### src/ov5640_cfg_pkg.sv
`default_nettype none

package ov5640_cfg_pkg;

  // Sensor start-up table size
  localparam int CFG_TABLE_DEPTH = 24;                        // Register writes in the table
  localparam int CFG_INDEX_W     = $clog2(CFG_TABLE_DEPTH + 1); // Index can also hold the depth

  // Power-up wait before the first SCCB write
  localparam int CFG_WAIT_CYCLES = 30000;                     // Sensor supply and XCLK settle time
  localparam int CFG_WAIT_W      = $clog2(CFG_WAIT_CYCLES + 1); // Counter reaches the full count

  // Last counter value before the wait is over
  localparam logic [CFG_WAIT_W-1:0] CFG_WAIT_LAST = CFG_WAIT_W'(CFG_WAIT_CYCLES - 1);

  // Table position
  typedef logic [CFG_INDEX_W-1:0] cfg_index_t;

  // Index value one past the last entry, reached after the final write
  localparam cfg_index_t CFG_INDEX_END = cfg_index_t'(CFG_TABLE_DEPTH);

  // One sensor register write as stored in the table
  // The table keeps the raw word, the SCCB engine splits it into address and value
  typedef union packed {
    logic [23:0] raw;               // Whole word, {addr, val}
    struct packed {
      logic [15:0] reg_addr;        // OV5640 register address
      logic [7:0]  reg_val;         // Byte written to it
    } fields;
  } cfg_word_u;

  // Request bundle towards the write engine
  typedef struct packed {
    logic      start;               // One-cycle write trigger
    cfg_word_u word;                // Held until the engine reports the end
  } cfg_req_t;

endpackage

`default_nettype wire

### src/power_up_timer.sv
`timescale 1ns/1ns
`default_nettype none

module power_up_timer (
  input  logic sys_clk,             // System clock
  input  logic sys_rst_n,           // Async reset, active low
  output logic wait_done            // High once the power-up wait has elapsed
);

  logic [ov5640_cfg_pkg::CFG_WAIT_W-1:0] wait_cnt;  // Cycles since reset release

  // Counter stops once the wait is flagged, so it rests at CFG_WAIT_CYCLES
  always_ff @(posedge sys_clk or negedge sys_rst_n) begin
    if (!sys_rst_n) begin
      wait_cnt <= '0;
    end else if (!wait_done) begin
      wait_cnt <= wait_cnt + 1'b1;  // Counts the cycle just ending
    end
  end

  // Registered flag, set at the edge that counts the last wait cycle
  always_ff @(posedge sys_clk or negedge sys_rst_n) begin
    if (!sys_rst_n) begin
      wait_done <= 1'b0;
    end else if (wait_cnt == ov5640_cfg_pkg::CFG_WAIT_LAST) begin
      wait_done <= 1'b1;            // Sticky until reset
    end
  end

endmodule

`default_nettype wire

### src/cfg_sequencer.sv
`timescale 1ns/1ns
`default_nettype none

module cfg_sequencer (
  input  logic                      sys_clk,    // System clock
  input  logic                      sys_rst_n,  // Async reset, active low
  input  logic                      wait_done,  // Power-up wait over
  input  logic                      cfg_end,    // Write engine finished the current write
  input  ov5640_cfg_pkg::cfg_word_u  rom_word,   // Table entry at rom_index
  output ov5640_cfg_pkg::cfg_index_t rom_index,  // Entry being written
  output ov5640_cfg_pkg::cfg_req_t   cfg_req,    // Start pulse and word to the engine
  output logic                      cfg_done    // Whole table written
);

  // Sequencer states
  // WAIT_POWER  sensor still settling
  // ISSUE       start pulse cycle
  // AWAIT_END   engine busy, word held
  // DONE        table exhausted
  enum logic [1:0] {
    WAIT_POWER,
    ISSUE,
    AWAIT_END,
    DONE
  } state;

  ov5640_cfg_pkg::cfg_index_t next_index;      // Position after the current write

  assign next_index = rom_index + 1'b1;

  // State and index
  always_ff @(posedge sys_clk or negedge sys_rst_n) begin
    if (!sys_rst_n) begin
      state     <= WAIT_POWER;
      rom_index <= '0;                         // First write is entry 0
    end else begin
      case (state)
        WAIT_POWER: begin
          if (wait_done) begin
            state <= ISSUE;                    // Start shows in the next cycle
          end
        end
        ISSUE: begin
          state <= AWAIT_END;                  // Engine needs at least one cycle
        end
        AWAIT_END: begin
          if (cfg_end) begin
            rom_index <= next_index;           // New word visible with the next start
            if (next_index == ov5640_cfg_pkg::CFG_INDEX_END) begin
              state <= DONE;                   // That was the last entry
            end else begin
              state <= ISSUE;
            end
          end
        end
        DONE: begin
          state <= DONE;                       // Only reset leaves here, late ends ignored
        end
        default: begin
          state <= WAIT_POWER;
        end
      endcase
    end
  end

  // Outputs decoded from the state register
  always_comb begin
    cfg_req.start = (state == ISSUE);          // Exactly one cycle per entry
    cfg_req.word  = rom_word;                  // Stable while index holds
    if (state == DONE) begin
      cfg_req.word.raw = '0;                   // Zeroed data after completion
    end
  end

  assign cfg_done = (state == DONE);

endmodule

`default_nettype wire

### src/ov5640_reg_table.sv
`timescale 1ns/1ns
`default_nettype none

module ov5640_reg_table (
  input  ov5640_cfg_pkg::cfg_index_t rom_index,  // Table position
  output ov5640_cfg_pkg::cfg_word_u  rom_word    // {reg_addr, reg_val} at that position
);

  // Start-up writes, in sensor bring-up order
  always_comb begin
    case (rom_index)
      // Clock source and software reset
      0: begin
        rom_word.raw = 24'h310311;   // System clock from pad, PLL bypass
      end
      1: begin
        rom_word.raw = 24'h300882;   // Software reset, power down
      end
      2: begin
        rom_word.raw = 24'h300802;   // Release reset
      end
      3: begin
        rom_word.raw = 24'h310303;   // System clock from PLL
      end
      // DVP pin directions
      4: begin
        rom_word.raw = 24'h3017ff;   // D[9:6] and sync pins as outputs
      end
      5: begin
        rom_word.raw = 24'h3018ff;   // D[5:0] as outputs
      end
      // PLL setup
      6: begin
        rom_word.raw = 24'h30341a;   // Charge pump, bit divider 2.5
      end
      7: begin
        rom_word.raw = 24'h303521;   // System divider, MIPI divider
      end
      8: begin
        rom_word.raw = 24'h3036a0;   // PLL multiplier
      end
      9: begin
        rom_word.raw = 24'h303712;   // Root divider, pre-divider
      end
      10: begin
        rom_word.raw = 24'h310801;   // PCLK and SCLK dividers
      end
      // Undocumented analog settings
      11: begin
        rom_word.raw = 24'h363036;
      end
      12: begin
        rom_word.raw = 24'h36310e;
      end
      13: begin
        rom_word.raw = 24'h3632e2;
      end
      14: begin
        rom_word.raw = 24'h363312;
      end
      15: begin
        rom_word.raw = 24'h3621e0;
      end
      16: begin
        rom_word.raw = 24'h3704a0;
      end
      17: begin
        rom_word.raw = 24'h37035a;
      end
      18: begin
        rom_word.raw = 24'h371578;
      end
      19: begin
        rom_word.raw = 24'h371701;
      end
      20: begin
        rom_word.raw = 24'h370b60;
      end
      21: begin
        rom_word.raw = 24'h37051a;
      end
      22: begin
        rom_word.raw = 24'h390502;
      end
      23: begin
        rom_word.raw = 24'h390610;   // Last entry
      end
      default: begin
        rom_word.raw = 24'h000000;   // Past the table
      end
    endcase
  end

endmodule

`default_nettype wire

### src/ov5640_cfg_top.sv
`timescale 1ns/1ns
`default_nettype none

module ov5640_cfg_top (
  input  logic                    sys_clk,     // System clock
  input  logic                    sys_rst_n,   // Async reset, active low
  input  logic                    cfg_end,     // Write engine done with one write
  output ov5640_cfg_pkg::cfg_req_t cfg_req,     // Write request to the engine
  output logic                    cfg_done     // All sensor registers written
);

  logic                       wait_done;       // Sensor power-up wait over
  ov5640_cfg_pkg::cfg_index_t rom_index;       // Current table position
  ov5640_cfg_pkg::cfg_word_u  rom_word;        // Entry at that position

  // Power-up delay before any SCCB traffic
  power_up_timer u_power_up_timer (
    .sys_clk   (sys_clk),
    .sys_rst_n (sys_rst_n),
    .wait_done (wait_done)
  );

  // One write outstanding at a time
  cfg_sequencer u_cfg_sequencer (
    .sys_clk   (sys_clk),
    .sys_rst_n (sys_rst_n),
    .wait_done (wait_done),
    .cfg_end   (cfg_end),
    .rom_word  (rom_word),
    .rom_index (rom_index),
    .cfg_req   (cfg_req),
    .cfg_done  (cfg_done)
  );

  // Combinational lookup, same cycle as the index
  ov5640_reg_table u_ov5640_reg_table (
    .rom_index (rom_index),
    .rom_word  (rom_word)
  );

endmodule

`default_nettype wire

### config.mk
export PLATFORM = sky130hd
export DESIGN_NAME = ov5640_cfg_top
export DESIGN_NICKNAME = d
export VERILOG_FILES = /design/src/ov5640_cfg_pkg.sv /design/src/power_up_timer.sv /design/src/cfg_sequencer.sv /design/src/ov5640_reg_table.sv /design/src/ov5640_cfg_top.sv
export SDC_FILE = /design/constraint.sdc
export NUM_CORES = 1
export LEC_CHECK = 0
export BUFFER_PORTS_ARGS = -buffer_cell sky130_fd_sc_hd__buf_2
export CORE_MARGIN = 3
export CORE_UTILIZATION = 61
export CTS_CLUSTER_DIAMETER = 30
export DETAILED_ROUTE_END_ITERATION = 8
export PLACE_DENSITY = 0.85
export SLEW_MARGIN = 15
export SYNTH_ARGS = -nofsm -noshare
export SYNTH_HDL_FRONTEND = slang
export SYNTH_SLANG_ARGS = --single-unit
### constraint.sdc
create_clock -name sys_clk -period 3.2 [get_ports sys_clk]
set_clock_uncertainty 0.05 [all_clocks]
set_input_delay 0.16 -clock sys_clk [delete_from_list [all_inputs] [get_ports sys_clk]]
set_output_delay 0.16 -clock sys_clk [all_outputs]
set_load 0.005 [all_outputs]
# Yosys cells after proc, flatten, opt, wreduce, memory -nomap -nowiden

Memory sizes are Yosys's and may differ from the RTL's.
Cells that the tools add are included.

Output and inout port bits: 26
Register bits: 23
Bits in read-only memories: 640
Memories: 1

Memories:

| memory           | words | width | read ports | clocked after Yosys merged registers in | write ports | RTL line               | source |
|---|---|---|---|---|---|---|---|
| (name not given) | 32    | 20    | 1          | 0                                       | 0           | ov5640_reg_table.sv:11 | `case (rom_index)` |

Reduce and logical (&&, ||, !) cells: 3
Eq/ne operators: 7
$add $sub $neg: 2
Muxes and demuxes: 5

Operator list:

| cell                    | count |
|---|---|
| $mux W24                | 1 |
| $add A15 B1 Y15 const B | 1 |
| $eq A15 B15 Y1 const B  | 1 |
| $pmux W2 S4             | 1 |
| $mux W2                 | 3 |
| $add A5 B1 Y5 const B   | 1 |
| $eq A5 B5 Y1 const B    | 1 |
| $eq A2 B2 Y1 const B    | 2 |
| $ne A2 B2 Y1 const B    | 2 |
| $reduce_and A2 Y1       | 2 |
| $eq A2 B1 Y1 const B    | 1 |
| $logic_not A2 Y1        | 1 |

# Longest topological paths before layout

Depth after elaboration: 5
Mapped depth: 7

# Cells and area by module

A second synthesis with hierarchy kept.

Cells, all modules: 241
Area total of the unflattened synthesis: 2059.5 µm²

By module, submodules not included:

| module           | sequential area each (µm²) | instances | cells each | area an instance (µm²) |
|---|---|---|---|---|
| ov5640_reg_table | 0.0                        | 1         | 116        | 754.5 |
| power_up_timer   | 400.4                      | 1         | 63         | 747.0 |
| cfg_sequencer    | 175.2                      | 1         | 62         | 558.0 |

# Worst setup path before layout

OpenSTA, ideal clock, no wires.

Path type: register -> output
Start: register u_cfg_sequencer.rom_index[1]
End: output port cfg_req[5] (netlist bit)
Setup slack: 1.112 ns
Arrival time: 1.878 ns
Required time: 2.990 ns
Stages on the path, launching flop included: 8
Buffers on the path: 1
Cells stage by stage: dfrtp_1 clkbuf_1 inv_1 ha_1 nor2b_1 a21oi_1 nor2_1 a2111oi_0

RTL lines:

| item                     | RTL line            | source |
|---|---|---|
| start: declaration       | cfg_sequencer.sv:10 | `output ov5640_cfg_pkg::cfg_index_t rom_index,` |
| start signal: assignment | cfg_sequencer.sv:48 | `rom_index <= next_index;` |
| end: declaration         | ov5640_cfg_top.sv:8 | `output ov5640_cfg_pkg::cfg_req_t cfg_req,` |

==> results.yml <==
status:
  status: "finished clean"
routing:
  wl_per_cell_um: 14.7
  vias_per_cell: 6.11
  routed_wirelength_um: 3910
  dr.pass1.iters: 4
  first_iter_violations: 153
  drc: 0
  ant_nets: 0
  vias: 1620
sta:
  tightest_slew_ns: 0.917
  setup_viol: 0
  period_share_pct: 81.7
  finalHoldViolCount: 0
  timing.hold.ws_ns: 0.111
  slew_viol_final: 0
  finalSetupTns_ns: 0
  setup_ws_ns: 0.586
  fin_crit_ns: 2.61
  rsz0062_at_grt: "no"
  relSlewSlack_pct: 38.9
  fmax_ghz: 0.383
job:
  drv_cap: 0
global_routing:
  grt_pass1_vias: 1308
  antenna_found_initial: 0
  grt_overflow_total: 0
  grt_max_degree: 38
  grt_pass1_wl_um: 6270
  track_usage_pct: 22.3
cts:
  post_cts_resize_count: 0
  cts_tree: "done"
  cts_buffers: 3
  post_cts_buffers: 0
  path_clk_slew_ns: 0.11
  cts_buffer_depth: 2
  cts.sinks: 23
  h-tree-depth: 1
  clk_latency_ns: 0.30
  root_buffer: "clkbuf_4"
worst_setup_path:
  crit_type: "flip-flop to primary output"
  worstPathArrival_ns: 2.40
  max_stage_delay_ns: 0.58
  crit_fanout: 12
  path_cells: "inv_1 -> ha_1 -> nor2b_1 -> a21oi_1 -> nor2_1 -> a2111oi_0 -> buf_2"
  r2r-start: "u_cfg_sequencer.rom_index[1]$_DFFE_PN0P_"
  slowest_stage: "dfrtp_1"
  crit_start: "u_cfg_sequencer.rom_index[1]$_DFFE_PN0P_"
  cp-end-kind: "primary output"
  rr_worst_depth: 5
  r2r-end: "u_cfg_sequencer.state[1]$_DFFE_PN0P_"
  crit_end: "cfg_req[5]"
  startpoint_type: "flip-flop"
  r2r_slack_ns: 1.25
  required_ns: 2.99
finish:
  fin_util_pct: 69.9
  design_area_sq_um: 1960
  antenna_cells: 0
  area_growth_pct: 6.74
  stdcell_count: 265
  drive_gt1_share_pct: 17.5
  nets: 250
floorplan:
  io_pins: 29
  die_w_um: 60.9
  initial_core_util_pct: 65.5
  core.rowCount: 19
  core_area_sq_um: 2810
  die-area_sq_um: 3710
  die_h_um: 60.9
synth:
  synth_fa_ha_area_share_pct: 8.17
  synth-seq-area-share_pct: 31.3
  synthSimpleGateAreaFrac_pct: 20.0
  synth.area.mux_share_pct: 6.06
  syn_inst: 219
  synth_ff_type: "dfrtp_1"
  synth_area_per_cell_sq_um: 8.39
  synth_top_family_by_area: "simple AND/OR/NAND/NOR gates"
  synth_warnings: 0
  yosys_register_bits: 23
  netlist_area_sq_um: 1840
  async_flop_share_pct: 100
  synth_compound_gate_area_share_pct: 18.5
  synth-xor-area-share_pct: 8.11
  synth_edf_count: 0
  synth_cell_types: 44
placed_design:
  numPortBuffers: 24
  pre_cts_ws_ns: 0.957
  placed_area_sq_um: 1920
  dpl.cell_count: 260
  place_congestion: 0.884
  hpwlAfterDp_um: 2790
power_and_ir_drop:
  powerDensity_nw_per_um2: 740
  leakagePower_nw: 0.926
  power.total_mw: 1.45
  peakVddDrop_mv: 0.393
hold_path:
  holdCritPathClass: "primary input to flip-flop"
==> timing repair <==
item                                   CTS  global route
setup endpoints to repair                0             0
endpoints found under the hold margin   23             0
hold buffers                             1             0
==> cells in the final DEF, fill, tap and decap left out, drive strengths merged, types with 2 or more instances in the layout <==
cell type  synthesis  layout
mux2               5       5
buf               13      26
or4b               2       2
o22a               2       2
nor4               2       2
xor2               9       9
conb               1       4
a211oi             5       5
nand4              2       2
nand3b             2       2
dfrtp             23      23
a21oi             19      19
nor3               4       4
o22ai              3       3
nand2b             5       5
nand2             22      22
mux4               2       2
o21ai             10      10
ha                12      12
nor2              25      25
clkbuf             6       4
a211o              2       2
nor2b              4       4
a221oi             2       2
xnor2              8       8
o2111ai            2       2
a21o               2       2
nand3              5       5
inv                9       9
clkinv             2       2
==> sequential cells by signal (all words and copies together), names as in the netlist <==
signal and count:
u_cfg_sequencer.state 2, u_power_up_timer.wait_cnt 15, u_power_up_timer.wait_done 1, u_cfg_sequencer.rom_index 5
==> layout make-up <==
class | instances | area (sq um)
Tap cell | 31 | 38.8
Inverter | 11 | 41.3
Sequential cell | 23 | 576
Clock buffer | 4 | 26.3
Multi-Input combinational cell | 169 | 1130
Timing Repair Buffer | 27 | 145
Fill cell | 237 | 845
==> power by group <==
part	internal, mW	total [mW]	switching, mW
Clock	0.0486	0.127	0.0784
Combinational	0.431	0.968	0.537
Sequential	0.311	0.356	0.0446
==> cell usage after synthesis, types with 2 or more instances <==
library cell  number  share of area, %
a211oi_1           5               2.0
nor4_1             2              0.68
o2111ai_1          2              0.95
buf_2              3              0.82
a21oi_1           19               5.2
nor3_1             3              0.82
a211o_1            2              0.95
o22ai_1            3               1.0
buf_1              4              0.82
nand3b_1           2              0.82
nor2_1            25               5.1
clkbuf_1           6               1.2
a221oi_1           2              0.95
mux2_2             5               3.1
xor2_1             9               4.3
o22a_1             2              0.95
inv_1              9               1.8
dfrtp_1           23                31
mux4_2             2               2.5
ha_1              12               8.2
nand2b_1           5               1.7
a21o_1             2              0.82
nand2_1           22               4.5
xnor2_1            8               3.8
buf_4              6               2.5
clkinv_1           2              0.41
nand3_1            5               1.4
nor2b_1            4               1.4
o21ai_0           10               2.7
==> critical path: cells and delay by family, from the launching register on <==
family	cells	cell delay, ns
adder cells (fa/ha/maj)	1	0.43
AND/OR/NAND/NOR	2	0.24
buffers and inverters	2	0.38
flip-flops	1	0.58
AO/OA/AOI/OAI	2	0.47
==> worst min-delay path by stage <==
| stage | from | to | slack, ns | depth (start not counted) |
|---|---|---|---|---|
| floorplan | sys_rst_n | u_cfg_sequencer.rom_index[0]$_DFFE_PN0P_ | -0.19 | 0 |
| global placement | sys_rst_n | u_power_up_timer.wait_cnt[10]$_DFFE_PN0N_ | 0.10 | 1 |
| detailed placement | sys_rst_n | u_power_up_timer.wait_cnt[10]$_DFFE_PN0N_ | 0.09 | 1 |
| CTS | cfg_end | u_cfg_sequencer.state[0]$_DFFE_PN0P_ | 0.11 | 3 |
| global route | cfg_end | u_cfg_sequencer.state[0]$_DFFE_PN0P_ | 0.12 | 3 |
| finish | cfg_end | u_cfg_sequencer.state[0]$_DFFE_PN0P_ | 0.11 | 3 |
==> cell families (layout without fill, tap and decap cells) <==
family / after synthesis / count (layout)
XOR/XNOR: 17 / 17
flip-flops: 23 / 23
adder cells (fa/ha/maj): 12 / 12
other: 1 / 4
buffers and inverters: 30 / 42
AO/OA/AOI/OAI: 53 / 53
multiplexers: 8 / 8
AND/OR/NAND/NOR: 75 / 75
==> layer usage <==
layer	track usage, %	wire [um]
met5	0	0
met2	30.4	1740
met1	35.5	1830
met4	4.02	29
met3	5.53	306
(Power assumes the default switching activity.)
